[src/rtl/mac_axis_pkg.sv]
package mac_axis_pkg;

	// ********************
	// Word geometry
	// ********************

	// One MAC / AXI-Stream data word
	localparam int DATA_W = 32;
	// Byte lanes per word
	localparam int KEEP_W = DATA_W / 8;

	typedef logic [DATA_W-1:0] mac_word_t;

	// Bit 3 is the first byte on the wire (big endian)
	typedef logic [KEEP_W-1:0] axis_keep_t;

	// ********************
	// Encodings
	// ********************

	// MAC byte-enable code, counts valid bytes from the top lane
	typedef enum logic [1:0] {
		BE_FULL  = 2'b00,
		BE_THREE = 2'b11,
		BE_TWO   = 2'b10,
		BE_ONE   = 2'b01
	} mac_be_e;

	// Receive read FSM
	typedef enum logic [1:0] {
		RD_IDLE  = 2'b00,
		RD_BURST = 2'b01,
		RD_GAP   = 2'b10
	} rx_rd_state_e;

	// ********************
	// Parameter defaults
	// ********************

	// Transmit FIFO word: start, end, code, data
	localparam int DEF_TX_WORD_W = 1 + 1 + 2 + DATA_W;
	// Receive FIFO word: end, code, data
	localparam int DEF_RX_WORD_W = 1 + 2 + DATA_W;
	localparam int DEF_FIFO_DEPTH = 16;
	// Read requests stop at this fill level
	localparam int DEF_RX_THROTTLE = 10;

endpackage

[src/rtl/sync_fifo.sv]
`timescale 1ns/10ps

module sync_fifo #(
	parameter int WIDTH = 36,
	parameter int DEPTH = 16
) (
	input  logic                         Clk_user,
	input  logic                         Reset,
	// Write side
	input  logic [WIDTH-1:0]             din,
	input  logic                         wr_en,
	output logic                         full,
	// Read side, head word always on dout
	output logic [WIDTH-1:0]             dout,
	input  logic                         rd_en,
	output logic                         empty,
	// Occupancy
	output logic [$clog2(DEPTH+1)-1:0]   count
);

	// Pointer and counter widths
	localparam int AW = $clog2(DEPTH);
	localparam int CW = $clog2(DEPTH + 1);

	// ********************
	// Storage and pointers
	// ********************

	logic [WIDTH-1:0] mem [DEPTH];
	logic [AW-1:0]    wr_ptr;
	logic [AW-1:0]    rd_ptr;

	// Qualified strobes, overflow and underflow ignored
	logic do_wr;
	logic do_rd;

	assign do_wr = wr_en && !full;
	assign do_rd = rd_en && !empty;

	assign full  = (count == CW'(DEPTH));
	assign empty = (count == '0);

	// First word falls through
	assign dout = mem[rd_ptr];

	// Payload array
	always_ff @(posedge Clk_user) begin
		if (do_wr) begin
			mem[wr_ptr] <= din;
		end
	end

	// Pointers wrap at DEPTH, not only at a power of two
	always_ff @(posedge Clk_user or posedge Reset) begin
		if (Reset) begin
			wr_ptr <= '0;
			rd_ptr <= '0;
		end else begin
			if (do_wr) begin
				wr_ptr <= (wr_ptr == AW'(DEPTH - 1)) ? '0 : wr_ptr + 1'b1;
			end
			if (do_rd) begin
				rd_ptr <= (rd_ptr == AW'(DEPTH - 1)) ? '0 : rd_ptr + 1'b1;
			end
		end
	end

	// Occupancy counter
	always_ff @(posedge Clk_user or posedge Reset) begin
		if (Reset) begin
			count <= '0;
		end else begin
			case ({do_wr, do_rd})
				2'b10: count <= count + 1'b1;
				2'b01: count <= count - 1'b1;
				// Both or neither, level unchanged
				default: count <= count;
			endcase
		end
	end

endmodule

[src/rtl/axis_tx_packer.sv]
`timescale 1ns/10ps

module axis_tx_packer #(
	parameter int TX_WORD_W  = mac_axis_pkg::DEF_TX_WORD_W,
	parameter int FIFO_DEPTH = mac_axis_pkg::DEF_FIFO_DEPTH
) (
	input  logic                    Clk_user,
	input  logic                    Reset,
	// AXI-Stream slave
	input  mac_axis_pkg::mac_word_t  tx_mac_tdata,
	input  mac_axis_pkg::axis_keep_t tx_mac_tkeep,
	input  logic                    tx_mac_tlast,
	input  logic                    tx_mac_tvalid,
	output logic                    tx_mac_tready,
	// MAC transmit user interface
	input  logic                    mac_tx_wa,
	output logic                    mac_tx_wr,
	output mac_axis_pkg::mac_word_t  mac_tx_data,
	output mac_axis_pkg::mac_be_e    mac_tx_be,
	output logic                    mac_tx_sop,
	output logic                    mac_tx_eop
);

	import mac_axis_pkg::*;

	logic                 beat;
	logic                 in_pkt;
	mac_be_e              tx_be;
	logic                 fifo_full;
	logic                 fifo_empty;
	logic [TX_WORD_W-1:0] fifo_din;
	logic [TX_WORD_W-1:0] fifo_dout;

	// ********************
	// AXI side
	// ********************

	assign tx_mac_tready = !fifo_full;
	assign beat = tx_mac_tvalid && tx_mac_tready;

	// Inside a packet after a non-last beat
	// Last beat clears it, so single-beat packets leave it low
	always_ff @(posedge Clk_user or posedge Reset) begin
		if (Reset) begin
			in_pkt <= 1'b0;
		end else if (beat) begin
			in_pkt <= !tx_mac_tlast;
		end
	end

	// Keep to byte-enable code, highest matching pattern wins
	always_comb begin
		casez (tx_mac_tkeep)
			4'b1110: tx_be = BE_THREE;
			4'b110?: tx_be = BE_TWO;
			4'b10??: tx_be = BE_ONE;
			default: tx_be = BE_FULL;
		endcase
	end

	// Start flag on the top bit
	assign fifo_din = {!in_pkt, tx_mac_tlast, tx_be, tx_mac_tdata};

	sync_fifo #(
		.WIDTH (TX_WORD_W),
		.DEPTH (FIFO_DEPTH)
	) u_tx_fifo (
		.Clk_user (Clk_user),
		.Reset    (Reset),
		.din      (fifo_din),
		.wr_en    (beat),
		.full     (fifo_full),
		.dout     (fifo_dout),
		.rd_en    (mac_tx_wr),
		.empty    (fifo_empty),
		.count    ()
	);

	// ********************
	// MAC side
	// ********************

	// Drain while MAC signals room
	assign mac_tx_wr   = !fifo_empty && mac_tx_wa;
	assign mac_tx_sop  = fifo_dout[TX_WORD_W-1];
	assign mac_tx_eop  = fifo_dout[TX_WORD_W-2];
	assign mac_tx_be   = mac_be_e'(fifo_dout[DATA_W+1:DATA_W]);
	assign mac_tx_data = fifo_dout[DATA_W-1:0];

endmodule

[src/rtl/mac_rx_reader.sv]
`timescale 1ns/10ps

module mac_rx_reader #(
	parameter int FIFO_DEPTH  = mac_axis_pkg::DEF_FIFO_DEPTH,
	parameter int RX_THROTTLE = mac_axis_pkg::DEF_RX_THROTTLE
) (
	input  logic                             Clk_user,
	input  logic                             Reset,
	// MAC receive status
	input  logic                             mac_rx_ra,
	input  logic                             mac_rx_pa,
	input  logic                             mac_rx_eop,
	// Receive FIFO fill level
	input  logic [$clog2(FIFO_DEPTH+1)-1:0]  fifo_count,
	// Read request to the MAC
	output logic                             mac_rx_rd
);

	import mac_axis_pkg::*;

	localparam int CW = $clog2(FIFO_DEPTH + 1);

	rx_rd_state_e state;
	logic         room;

	// Free slots above the throttle cover words already in flight
	assign room = (fifo_count < CW'(RX_THROTTLE));

	// ********************
	// Read FSM
	// ********************

	always_ff @(posedge Clk_user or posedge Reset) begin
		if (Reset) begin
			state     <= RD_IDLE;
			mac_rx_rd <= 1'b0;
		end else begin
			case (state)
				RD_IDLE: begin
					// Packet waiting, first request next cycle
					if (mac_rx_ra) begin
						state     <= RD_BURST;
						mac_rx_rd <= room;
					end
				end
				RD_BURST: begin
					// Stop at the packet's last word
					if (mac_rx_pa && mac_rx_eop) begin
						state     <= RD_GAP;
						mac_rx_rd <= 1'b0;
					end else begin
						mac_rx_rd <= room;
					end
				end
				RD_GAP: begin
					// One idle cycle so ra can drop
					state <= RD_IDLE;
				end
				default: begin
					state     <= RD_IDLE;
					mac_rx_rd <= 1'b0;
				end
			endcase
		end
	end

endmodule

[src/rtl/axis_rx_unpacker.sv]
`timescale 1ns/10ps

module axis_rx_unpacker #(
	parameter int RX_WORD_W  = mac_axis_pkg::DEF_RX_WORD_W,
	parameter int FIFO_DEPTH = mac_axis_pkg::DEF_FIFO_DEPTH
) (
	input  logic                             Clk_user,
	input  logic                             Reset,
	// MAC receive data
	input  logic                             mac_rx_pa,
	input  mac_axis_pkg::mac_word_t           mac_rx_data,
	input  mac_axis_pkg::mac_be_e             mac_rx_be,
	input  logic                             mac_rx_eop,
	// Fill level for the read FSM
	output logic [$clog2(FIFO_DEPTH+1)-1:0]  fifo_count,
	// AXI-Stream master
	output mac_axis_pkg::mac_word_t           rx_mac_tdata,
	output mac_axis_pkg::axis_keep_t          rx_mac_tkeep,
	output logic                             rx_mac_tlast,
	output logic                             rx_mac_tvalid,
	input  logic                             rx_mac_tready
);

	import mac_axis_pkg::*;

	logic [RX_WORD_W-1:0] fifo_din;
	logic [RX_WORD_W-1:0] fifo_dout;
	logic                 fifo_empty;
	mac_be_e              head_be;

	// End flag on top, no start bit needed
	assign fifo_din = {mac_rx_eop, mac_rx_be, mac_rx_data};

	// Every pa word goes in, reader throttle prevents overflow
	sync_fifo #(
		.WIDTH (RX_WORD_W),
		.DEPTH (FIFO_DEPTH)
	) u_rx_fifo (
		.Clk_user (Clk_user),
		.Reset    (Reset),
		.din      (fifo_din),
		.wr_en    (mac_rx_pa),
		.full     (),
		.dout     (fifo_dout),
		.rd_en    (rx_mac_tvalid && rx_mac_tready),
		.empty    (fifo_empty),
		.count    (fifo_count)
	);

	// ********************
	// AXI presentation
	// ********************

	// Head word held until accepted
	assign rx_mac_tvalid = !fifo_empty;
	assign rx_mac_tlast  = fifo_dout[RX_WORD_W-1];
	assign head_be       = mac_be_e'(fifo_dout[DATA_W+1:DATA_W]);
	assign rx_mac_tdata  = fifo_dout[DATA_W-1:0];

	// Code to keep, valid bytes from the top lane down
	always_comb begin
		rx_mac_tkeep = 4'b1111;
		case (head_be)
			BE_THREE: rx_mac_tkeep = 4'b1110;
			BE_TWO:   rx_mac_tkeep = 4'b1100;
			BE_ONE:   rx_mac_tkeep = 4'b1000;
			default:  rx_mac_tkeep = 4'b1111;
		endcase
	end

endmodule

[src/rtl/mac_axis_bridge.sv]
`timescale 1ns/10ps

module mac_axis_bridge #(
	parameter int TX_WORD_W   = mac_axis_pkg::DEF_TX_WORD_W,
	parameter int RX_WORD_W   = mac_axis_pkg::DEF_RX_WORD_W,
	parameter int FIFO_DEPTH  = mac_axis_pkg::DEF_FIFO_DEPTH,
	parameter int RX_THROTTLE = mac_axis_pkg::DEF_RX_THROTTLE
) (
	input  logic                     Clk_user,
	input  logic                     Reset,

	// Transmit AXI-Stream slave
	input  mac_axis_pkg::mac_word_t   tx_mac_tdata,
	input  mac_axis_pkg::axis_keep_t  tx_mac_tkeep,
	input  logic                     tx_mac_tlast,
	input  logic                     tx_mac_tvalid,
	output logic                     tx_mac_tready,

	// Receive AXI-Stream master
	output mac_axis_pkg::mac_word_t   rx_mac_tdata,
	output mac_axis_pkg::axis_keep_t  rx_mac_tkeep,
	output logic                     rx_mac_tlast,
	output logic                     rx_mac_tvalid,
	input  logic                     rx_mac_tready,

	// MAC transmit user interface
	input  logic                     mac_tx_wa,
	output logic                     mac_tx_wr,
	output mac_axis_pkg::mac_word_t   mac_tx_data,
	output mac_axis_pkg::mac_be_e     mac_tx_be,
	output logic                     mac_tx_sop,
	output logic                     mac_tx_eop,

	// MAC receive user interface
	input  logic                     mac_rx_ra,
	output logic                     mac_rx_rd,
	input  logic                     mac_rx_pa,
	input  mac_axis_pkg::mac_word_t   mac_rx_data,
	input  mac_axis_pkg::mac_be_e     mac_rx_be,
	// Start marker kept for interface completeness, not used
	input  logic                     mac_rx_sop,
	input  logic                     mac_rx_eop
);

	// Receive FIFO level back to the read FSM
	logic [$clog2(FIFO_DEPTH+1)-1:0] rx_fifo_count;

	// ********************
	// Transmit path
	// ********************

	axis_tx_packer #(
		.TX_WORD_W  (TX_WORD_W),
		.FIFO_DEPTH (FIFO_DEPTH)
	) u_tx_packer (
		.Clk_user      (Clk_user),
		.Reset         (Reset),
		.tx_mac_tdata  (tx_mac_tdata),
		.tx_mac_tkeep  (tx_mac_tkeep),
		.tx_mac_tlast  (tx_mac_tlast),
		.tx_mac_tvalid (tx_mac_tvalid),
		.tx_mac_tready (tx_mac_tready),
		.mac_tx_wa     (mac_tx_wa),
		.mac_tx_wr     (mac_tx_wr),
		.mac_tx_data   (mac_tx_data),
		.mac_tx_be     (mac_tx_be),
		.mac_tx_sop    (mac_tx_sop),
		.mac_tx_eop    (mac_tx_eop)
	);

	// ********************
	// Receive path
	// ********************

	// Request side, throttled on FIFO fill
	mac_rx_reader #(
		.FIFO_DEPTH  (FIFO_DEPTH),
		.RX_THROTTLE (RX_THROTTLE)
	) u_rx_reader (
		.Clk_user   (Clk_user),
		.Reset      (Reset),
		.mac_rx_ra  (mac_rx_ra),
		.mac_rx_pa  (mac_rx_pa),
		.mac_rx_eop (mac_rx_eop),
		.fifo_count (rx_fifo_count),
		.mac_rx_rd  (mac_rx_rd)
	);

	// Buffering and AXI presentation
	axis_rx_unpacker #(
		.RX_WORD_W  (RX_WORD_W),
		.FIFO_DEPTH (FIFO_DEPTH)
	) u_rx_unpacker (
		.Clk_user      (Clk_user),
		.Reset         (Reset),
		.mac_rx_pa     (mac_rx_pa),
		.mac_rx_data   (mac_rx_data),
		.mac_rx_be     (mac_rx_be),
		.mac_rx_eop    (mac_rx_eop),
		.fifo_count    (rx_fifo_count),
		.rx_mac_tdata  (rx_mac_tdata),
		.rx_mac_tkeep  (rx_mac_tkeep),
		.rx_mac_tlast  (rx_mac_tlast),
		.rx_mac_tvalid (rx_mac_tvalid),
		.rx_mac_tready (rx_mac_tready)
	);

endmodule

[config.mk]
export PLATFORM = sky130hd
export DESIGN_NAME = mac_axis_bridge
export DESIGN_NICKNAME = d
export VERILOG_FILES = /design/src/rtl/mac_axis_pkg.sv /design/src/rtl/sync_fifo.sv /design/src/rtl/axis_tx_packer.sv /design/src/rtl/mac_rx_reader.sv /design/src/rtl/axis_rx_unpacker.sv /design/src/rtl/mac_axis_bridge.sv
export SDC_FILE = /design/constraint.sdc
export NUM_CORES = 1
export LEC_CHECK = 0
export ABC_CLOCK_PERIOD_IN_PS = 4780
export BUFFER_PORTS_ARGS = -buffer_cell sky130_fd_sc_hd__buf_2
export CORE_MARGIN = 4
export CORE_UTILIZATION = 55
export CTS_BUF_LIST = sky130_fd_sc_hd__clkbuf_16
export CTS_CLUSTER_DIAMETER = 150
export DETAILED_ROUTE_END_ITERATION = 6
export GPL_TIMING_DRIVEN = 0
export PLACE_DENSITY = 0.72
export SYNTH_ARGS = -nofsm -noshare
export SYNTH_HDL_FRONTEND = slang
export SYNTH_HIERARCHICAL = 1
export SYNTH_SLANG_ARGS = --single-unit
export TNS_END_PERCENT = 50
[constraint.sdc]
create_clock -name Clk_user -period 4.78 [get_ports Clk_user]
set_input_delay 0.717 -clock Clk_user [delete_from_list [all_inputs] [get_ports Clk_user]]
set_output_delay 0.717 -clock Clk_user [all_outputs]
set_load 0.005 [all_outputs]
== After elaboration in Yosys (flattened, before gate mapping) ==
Memories as Yosys holds them, arrays and structs flattened.
Cells that the tools add are included.
Word-level totals
  bits in registers: 30
  latch bits: 0
  bits in writable memories: 1136
  memory bits (read-only): 0
  input bits: 80
  output and inout bits: 77
  logic and storage cells: 80
  memories kept: 2
Memory list
  u_tx_packer.u_tx_fifo.mem: depth 16, width 36, rd ports 1, clocked after memory_dff 0, write ports 1, line sync_fifo.sv:29  | logic [WIDTH-1:0] mem [DEPTH];
  u_rx_unpacker.u_rx_fifo.mem: depth 16, width 35, rd ports 1, clocked after memory_dff 0, write ports 1, line sync_fifo.sv:29
Cells by class
  $add $sub $neg: 8
  $mul: 0
  divide/modulo/power cells: 0
  magnitude comparators: 1
  eq/ne operators: 20
  shifts and indexed selects: 0
  mux-type cells: 18
  bitwise gates (word level): 1
  reduce and logical (&&, ||, !) cells: 21
Operators with widths (number)
  $eq 4x4->1 const B: 5
  $pmux 5 s2: 2
  $add 4x1->4 const B: 4
  $mux 4: 4
  $eq 2x2->1 const B: 6
  $add 5x1->5 const B: 2
  $eq 5x5->1 const B: 2
  $logic_not 5->1: 2
  $sub 5x1->5 const B: 2
  $pmux 3 s3: 1
  $eq 2x1->1 const B: 4
  $logic_and 1x1->1: 8
  $logic_not 1->1: 6
  $mux 1: 6
  $pmux 2 s3: 1
  $lt 5x4->1 const B: 1
  $mux 2: 2
  $pmux 2 s2: 1
  $reduce_and 2->1: 2
  $reduce_bool 2->1: 2
  $eq 3x3->1 const B: 1
  $pmux 1 s3: 1
  $logic_not 2->1: 1
  $ne 2x1->1 const B: 1
  other kinds (2): 2

== Depth between registers and ports, before layout ==
Gate-level depths: netlist of run 1.
  depth in word-level cells: 6
  mapped depth: 12
  gate-level depth less buffers: 11

== By module ==
The synthesis of run 1 kept the hierarchy.
Modules (own cells, without submodules)
  sync_fifo (u_tx_packer.u_tx_fifo): times used 1, cells an instance 1143, area an instance 22913.2 µm², sequential area each 17621.9 µm²
  sync_fifo (u_rx_unpacker.u_rx_fifo): times used 1, cells an instance 1113, area an instance 22230.1 µm², sequential area each 17141.4 µm²
  mac_rx_reader: times used 1, cells an instance 13, area an instance 138.9 µm², sequential area each 75.1 µm²
  axis_tx_packer: times used 1, cells an instance 11, area an instance 88.8 µm², sequential area each 25.0 µm²
  axis_rx_unpacker: times used 1, cells an instance 10, area an instance 61.3 µm², sequential area each 0.0 µm²

== Worst setup path after synthesis of run 1 ==
No wires, ideal clock.
  kind: input to register
  start: input tx_mac_tvalid
  end: memory u_tx_packer.u_tx_fifo.mem[0][0] (enable)
  library setup time: 0.474 ns
  arrival: 3.844 ns
  data required time: 4.306 ns
  path slack: 0.462 ns
  stages: 5
  path buffers: 1
  cells stage by stage: nor2b_4 > a21boi_0 > buf_2 > nand2_1 > nor3_1
On the way
  cells in the longest elaborated chain, start to end: 4
Ends and longest elaborated chain
  from (decl): line mac_axis_bridge.sv:16  | input logic tx_mac_tvalid,
  $logic_and 1x1->1: line axis_tx_packer.sv:39  | assign beat = tx_mac_tvalid && tx_mac_tready;
  $logic_and 1x1->1: line sync_fifo.sv:37  | assign do_wr = wr_en && !full;
  $mux 1: line sync_fifo.sv:48  | if (do_wr) begin
  $mux 1 (not written as such): line sync_fifo.sv:49  | mem[wr_ptr] <= din;
  to (decl): line sync_fifo.sv:29
No other way between the ends.

== Final worst setup path of run 1 ==
  start: register u_rx_unpacker.u_rx_fifo.rd_ptr[1]
  end: output rx_mac_tkeep[1]
On the way
  cells in the longest elaborated chain, start to end: 3
  elaborated cells on any way between the ends: 5
  those cells by class: eq/ne (3); mux (1); memory (1)
Ends and longest elaborated chain
  from (decl): line sync_fifo.sv:31  | logic [AW-1:0] rd_ptr;
  from (signal assigned): line sync_fifo.sv:63  | rd_ptr <= (rd_ptr == AW'(DEPTH - 1)) ? '0 : rd_ptr + 1'b1;
  $mem_v2 16x35 *
  named net u_rx_unpacker.fifo_dout[32]: line axis_rx_unpacker.sv:27  | logic [RX_WORD_W-1:0] fifo_dout;
  $eq 2x1->1 or $eq 2x2->1 (tied branches): line axis_rx_unpacker.sv:63  | case (head_be)
  $pmux 3 s3 *: line axis_rx_unpacker.sv:63
  to (decl): line mac_axis_bridge.sv:21  | output mac_axis_pkg::axis_keep_t rx_mac_tkeep,
The timed path passes the listed nets; every way through them passes the cells marked *.

==> results.txt, run 1 <==
----------------------------------------------------
[Min path]
  Hold-critical path endpoint ... u_rx_reader/state[1]$_DFFE_PP0P_
  Startpoint of the tightest hold check path ... mac_rx_pa
  Worst hold path depth ... 3
  Kind of path behind the tightest hold check ... in -> reg

[STA]
  Max-slew violation total from the final report ... 0
  Count of endpoints failing hold in the final timing report ... 0
  Final Cycle Share ... 0.8902
  Minimum clock period after layout ... 4255 ps
  Count of final setup violators ... 0
  Maximum clock skew at final layout ... 61.26 ps
  Setup repair after global routing missed its margin ... false
  Worst-case hold slack ... ~350 ps
  Rel. slew slack ... 0.2136
  Maximum operating frequency ... 0.2350 GHz
  Actual slew at the worst max-slew pin ... 1180 ps
  PnR worst setup slack ... 524.7 ps

[Synth]
  Post-Synthesis Net Count ... roughly 2,400
  Post-synthesis instance total ... 2,289
  Average cell area after synthesis ... around 20 µm²
  Synthesized cell area ... 45,430 µm²
  Warnings, synthesis ... 6

[Global route]
  Total gr overflow ... 0
  Via count of the first global-routing pass ... 24,340
  Global-route wire length before repair ... 154.3 mm
  Pin count of the biggest net entering global routing ... 26
  Global routing usage summed across all routing layers ... 0.2388
  Initial antenna violation count ... 13

[Clock network]
  Post-CTS setup buffers ... 0
  H-Tree Depth ... 3
  Count of hold-fix buffers inserted at cts ... 1
  Number of resized instances in the post-cts repair step ... 0
  CTS Root Cell ... clkbuf_16
  Clock transition at the registers of the reported paths ... 60 ps
  Number of buffers on the longest clock path ... 3
  Sink count of the clock tree ... ~1,200
  Clock tree from TritonCTS ... built
  Clock latency on the worst-skew pair ... around 700 ps
  Number of buffers inserted during clock tree synthesis ... 111

[Pwr]
  Total power density per cell area ... 588.2 nW/µm²
  Fraction of power consumed by the clock network ... 0.269
  Net Switching ... 0.009882 W
  Combinational power share ... 0.322
  Part of the total power dissipated in sequential elements ... 0.409
  Switching share of power ... 0.3222
  Design internal power ... 0.02079 W
  Maximum ir drop on the vdd rail ... 0.4584 mV
  P_leak ... around 18 nW

[Worst setup path]
  Crit. End Element ... primary output
  Crit Path Category ... reg -> out
  Cell depth of the worst flop-to-flop path ... 12
  Kind of launch point of the worst setup path ... flop
  Worst-path fanout max ... 10
  Startpoint of the most critical register-to-register path ... u_tx_packer/u_tx_fifo/count[0]$_DFFE_PP0P_
  Required time of the worst setup path ... roughly 4000 ps
  Endpoint of the worst register-to-register path ... u_tx_packer/u_tx_fifo/count[4]$_DFFE_PP0P_
  Worst-case register-to-register setup slack ... 1150 ps
  Worst path arrival time ... 3540 ps

[Die]
  Ports ... 157
  Number of standard-cell rows in the floorplan ... roughly 110
  Initial core utilization ... 0.5541
  Vert. Die Dim ... ~300 µm
  Core Area ... slightly above 80,000 µm²
  Die X ... 295.4 µm
  DIE AREA ... between 80,000 and 90,000 µm²

[Cells and area]
  Share of final-layout standard cells stronger than drive strength 1 ... 0.2256
  Footprint of the flip-flops and latches ... 34,860 µm²
  Final Instance Area ... about 52,000 µm²
  Count of filler cells inserted in the layout ... between 5,000 and 6,000
  Filler-free cell count of the finished design ... 3,783
  Layout-stage area growth over the synthesis result ... 14.79%
  Area used by multi-input combinational logic ... 9803 µm²
  Net count reported at finish ... about 2,700

[Routing]
  Antenna-violating nets left ... 0
  Vias per inst ... 6.220
  Number of search-and-repair iterations in the first detailed-routing pass ... 5
  Drt wl/cell ... 27.52 µm
  Via count ... 23,530
  DRT Wirelength ... 104.1 mm
  Remaining routing DRC violations ... 0
  Number of design-rule violations left by the first detailed-router iteration ... 2,809

[Place]
  Worst Setup Slack post-DPL ... 1206 ps
  PortBufs ... approximately 150
  Placed Cells ... 3,570
  Placed wire-length estimate ... 66.37 mm
  Placed cell areas ... 48,640 µm²
  Final weighted congestion in routability-driven placement ... 0.7669

[Run]
  Max-cap check violation count ... 0

[Run status]
  Status ... complete, no violations

----------------------------------------------------
area by class of cell:
class,count,area share
multi-input cells,968,0.1880
clock buffers,111,0.05327
clock inverters,92,0.01329
repair buffers,212,0.03196
plain buffers,133,0.01720
flip-flops and latches,1166,0.6686
diodes,9,0.0004319
well taps,1070,0.02567
inverters,22,0.001584
per-layer routing:
layer,GRT usage,part of all wire,up-vias
met5,0,0.00035,-
li1,-,-,10050
met1,0.3326,0.39,12140
met4,0.08038,0.030,6
met3,0.04094,0.083,223
met2,0.3902,0.49,1108
placed cells by master (no fill, tap or decap), drive strengths merged, types with 10 or more instances in the layout:
cell type  instances
a221oi            36
a22oi            141
buf              294
clkbuf           161
clkinv            59
dfrtp             30
edfxtp          1136
ha                20
inv               48
mux2i            285
mux4             142
nand2            100
nand3             41
nor2              34
nor3              11
o211ai            36
o21ai             47
xnor2             10
power groups by stage:
stage	Clock (W)	Sequential [W]	Combinational [W]
final	0.00825	0.0126	0.00986
after global routing	0.00884	0.0126	0.0105
after CTS	0.00838	0.0126	0.00989
after detailed placement	0	0.0128	0.00982
after global placement	0	0.0128	0.00926
after floorplan	0	0.0127	0.00614
critical path, cell delays in order, from the launching register on:
cell	delay, ps
dfrtp_1	390
buf_2	170
nor2_1	750
clkbuf_1	700
a22oi_1	180
nand2_1	200
inv_1	60
ha_1	280
inv_1	50
buf_2	100
worst max path at each step:
stage | startpoint | endpoint
4_1_cts | u_rx_unpacker/u_rx_fifo/rd_ptr[1]$_DFFE_PP0P_ | rx_mac_tkeep[1]
3_3_place_gp | tx_mac_tvalid | u_tx_packer/u_tx_fifo/mem[2][10]$_DFFE_PP_
2_1_floorplan | tx_mac_tvalid | u_tx_packer/u_tx_fifo/mem[0][0]$_DFFE_PP_
5_1_grt | u_rx_unpacker/u_rx_fifo/rd_ptr[1]$_DFFE_PP0P_ | rx_mac_tkeep[1]
3_5_place_dp | u_tx_packer/u_tx_fifo/count[0]$_DFFE_PP0P_ | u_tx_packer/u_tx_fifo/count[4]$_DFFE_PP0P_
6_report | u_rx_unpacker/u_rx_fifo/rd_ptr[1]$_DFFE_PP0P_ | rx_mac_tkeep[1]
flip-flops by register name, summed over array words and instances, names as in the netlist:
register and count:
u_rx_reader/state 2, u_tx_packer/in_pkt 1, u_tx_packer/u_tx_fifo/count 5, u_rx_unpacker/u_rx_fifo/count 5, u_rx_unpacker/u_rx_fifo/wr_ptr 4, u_tx_packer/u_tx_fifo/wr_ptr 4
u_rx_unpacker/u_rx_fifo/mem 560, u_rx_unpacker/u_rx_fifo/rd_ptr 4, u_tx_packer/u_tx_fifo/mem 576, u_tx_packer/u_tx_fifo/rd_ptr 4, u_rx_reader/mac_rx_rd 1
stage by stage:
stage / util / total power, W / TNS [ps]
global route: 0.6360 / 0.03195 / 0
CTS: 0.6358 / 0.03083 / 0
global placement: 0.5799 / 0.02208 / -988320
finish: 0.6361 / 0.03067 / 0
floorplan: - / 0.01886 / 0
detailed placement: 0.5933 / 0.02259 / 0
Power figures use the tool's default switching activity.
==> run 2: changes to the inputs <==
--- a/config.mk
+++ b/config.mk
@@ -6,14 +6,14 @@
 export NUM_CORES = 1
 export LEC_CHECK = 0
 export ABC_CLOCK_PERIOD_IN_PS = 4780
-export BUFFER_PORTS_ARGS = -buffer_cell sky130_fd_sc_hd__buf_2
+export BUFFER_PORTS_ARGS = -buffer_cell sky130_fd_sc_hd__buf_4
 export CORE_MARGIN = 4
 export CORE_UTILIZATION = 55
 export CTS_BUF_LIST = sky130_fd_sc_hd__clkbuf_16
-export CTS_CLUSTER_DIAMETER = 150
 export DETAILED_ROUTE_END_ITERATION = 6
 export GPL_TIMING_DRIVEN = 0
 export PLACE_DENSITY = 0.72
+export SETUP_SLACK_MARGIN = 0.02
 export SYNTH_ARGS = -nofsm -noshare
 export SYNTH_HDL_FRONTEND = slang
 export SYNTH_HIERARCHICAL = 1
==> results.txt, run 2 (synthesis results as in run 1) <==
----------------------------------------------------
[Global route]
  Initial antenna violation count ... 6
  Via count of the first global-routing pass ... 24,370
  Global routing usage summed across all routing layers ... 0.2408
  Total gr overflow ... 0
  Global-route wire length before repair ... between 150 and 200 mm
  Pin count of the biggest net entering global routing ... 24

[Worst setup path]
  Worst path arrival time ... between 3000 and 4000 ps
  Crit Path Category ... reg -> out
  Kind of launch point of the worst setup path ... flop
  Worst-path fanout max ... 10
  Crit. End Element ... primary output
  Cell depth of the worst flop-to-flop path ... 11
  Required time of the worst setup path ... a little over 4000 ps

[Routing]
  Number of design-rule violations left by the first detailed-router iteration ... between 2,000 and 2,500
  Remaining routing DRC violations ... 0
  Met3 routed WL ... 8.274 mm
  Antenna-violating nets left ... 0
  Met2 wirelength from detailed routing ... around 52 mm
  Number of search-and-repair iterations in the first detailed-routing pass ... 6
  Vias per inst ... 6.278
  Drt wl/cell ... around 28 µm
  DRT Wirelength ... 104.8 mm
  Via count ... roughly 24,000
  Uppermost signal routing layer after detailed routing ... met5
  Routed met1 length ... 41.63 mm

[Clock network]
  Clock latency on the worst-skew pair ... approximately 700 ps
  Clock transition at the registers of the reported paths ... 60 ps
  CTS Root Cell ... clkbuf_16
  Clock tree from TritonCTS ... built
  H-Tree Depth ... 3
  Number of buffers inserted during clock tree synthesis ... roughly 110
  Sink count of the clock tree ... 1,166
  Number of buffers on the longest clock path ... 3
  Post-CTS setup buffers ... 0

[Pwr]
  Design internal power ... 0.02104 W
  Net Switching ... 0.009941 W
  P_leak ... between 15 and 20 nW
  Part of the total power dissipated in sequential elements ... 0.405
  Maximum ir drop on the vdd rail ... 0.3686 mV
  Switching share of power ... 0.3208
  Total power density per cell area ... between 500 and 600 nW/µm²
  Combinational power share ... 0.331
  Fraction of power consumed by the clock network ... 0.263

[Cells and area]
  Flip-flop count of the largest register, all copies and words added ... 576
  Biggest registers after layout ... u_tx_packer/u_tx_fifo/mem x576, u_rx_unpacker/u_rx_fifo/mem x560
  Top reg by flops ... u_tx_packer/u_tx_fifo/mem
  Leading cell type in the layout, fill and taps excluded ... edfxtp_1
  Net count reported at finish ... 2,716
  Fin util ... 0.6401
  Area used by multi-input combinational logic ... 9803 µm²
  Footprint of the flip-flops and latches ... 34,860 µm²
  Layout-stage area growth over the synthesis result ... 15.52%
  Most frequent cells in the layout ... 1,136 x edfxtp_1, 285 x mux2i_1, 173 x buf_4
  Share of final-layout standard cells stronger than drive strength 1 ... 0.2272
  Count of filler cells inserted in the layout ... 5,449

[Place]
  Placed wire-length estimate ... 66.59 mm
  PortBufs ... 154
  Final weighted congestion in routability-driven placement ... 0.7833

[Die]
  DIE AREA ... ~87,000 µm²
  Initial core utilization ... 0.5541
  Die X ... about 300 µm
  Number of standard-cell rows in the floorplan ... 105
  Ports ... 157
  Core Area ... 81,980 µm²
  Vert. Die Dim ... 295.4 µm

[STA]
  Max-slew violation total from the final report ... 0
  Rel. slew slack ... 0.1248
  Setup TNS after final layout ... 0 ps
  Setup repair after global routing missed its margin ... false
  Count of final setup violators ... 0
  Final Cycle Share ... 0.8898
  Worst-case hold slack ... around 300 ps
  Minimum clock period after layout ... 4253 ps
  Count of endpoints failing hold in the final timing report ... 0
  Maximum clock skew at final layout ... 29.10 ps
  Actual slew at the worst max-slew pin ... about 1300 ps
  Maximum operating frequency ... 0.2351 GHz

[Run status]
  Status ... complete, no violations

[Min path]
  Kind of path behind the tightest hold check ... in -> reg
  Worst hold path depth ... 2

[Run]
  Max-cap check violation count ... 0

----------------------------------------------------
run 2: stage by stage:
step	power (W)	instance area, µm²	cells	setup slack [ps]
floorplan	0.01886	45430	2289	462.3
global placement	0.02245	47920	3513	-2892
detailed placement	0.02297	49030	3570	1279
CTS	0.03112	52460	3773	572.4
global route	0.03228	52470	3777	413.3
finish	0.03098	52480	3778	526.9
run 2: power groups by stage:
stage          sequential [W]  combinational, W  clock [W]
2_1_floorplan          0.0127           0.00614          0
4_1_cts                0.0126            0.0103    0.00828
3_3_place_gp           0.0128           0.00963          0
6_report               0.0126            0.0103    0.00816
3_5_place_dp           0.0128            0.0102          0
5_1_grt                0.0126            0.0109    0.00877
run 2: metal layers:
metal  up-vias  track usage
li1      10050            -
met1     12400       0.3376
met2      1080       0.3969
met3       185      0.03801
met4         4      0.07447
met5         -            0
run 2: worst paths after layout:
path,from,end,slack (ps)
worst min register to register,u_rx_reader/state[1]$_DFFE_PP0P_,u_rx_reader/state[1]$_DFFE_PP0P_,490
worst max-delay path,u_rx_unpacker/u_rx_fifo/rd_ptr[1]$_DFFE_PP0P_,rx_mac_tkeep[1],530
max in group asynchronous,Reset,u_rx_unpacker/u_rx_fifo/rd_ptr[1]$_DFFE_PP0P_,3640
worst min-delay path,mac_rx_pa,u_rx_reader/state[0]$_DFFE_PP0P_,310
min in group asynchronous,Reset,u_tx_packer/in_pkt$_DFFE_PP0P_,480
worst max register to register,u_tx_packer/u_tx_fifo/count[0]$_DFFE_PP0P_,u_tx_packer/u_tx_fifo/count[4]$_DFFE_PP0P_,1220
run 2: critical path: stages (launching register included):
cell and delay [ps]:
dfrtp_1 380, buf_2 160, nor2_1 730, clkbuf_1 700, a22oi_1 190, nand2_1 220, inv_1 70, ha_1 280
inv_1 50, buf_4 100
run 2: layout make-up:
class / count / share of cell area
Timing Repair Buffer: 212 / 0.03910
Antenna cell: 5 / 0.0002384
Sequential cell: 1166 / 0.6644
Clock inverter: 90 / 0.01187
Tap cell: 1070 / 0.02551
Multi-Input combinational cell: 968 / 0.1868
Inverter: 22 / 0.001574
Buffer: 133 / 0.01710
Clock buffer: 112 / 0.05341
run 2: what timing repair did:
item | 4_1_cts | 5_1_grt
hold buffers | 1 | 0
gates resized for setup | 0 | 0
setup endpoints to repair | 0 | 0
endpoints found under the hold margin | 4 | 0
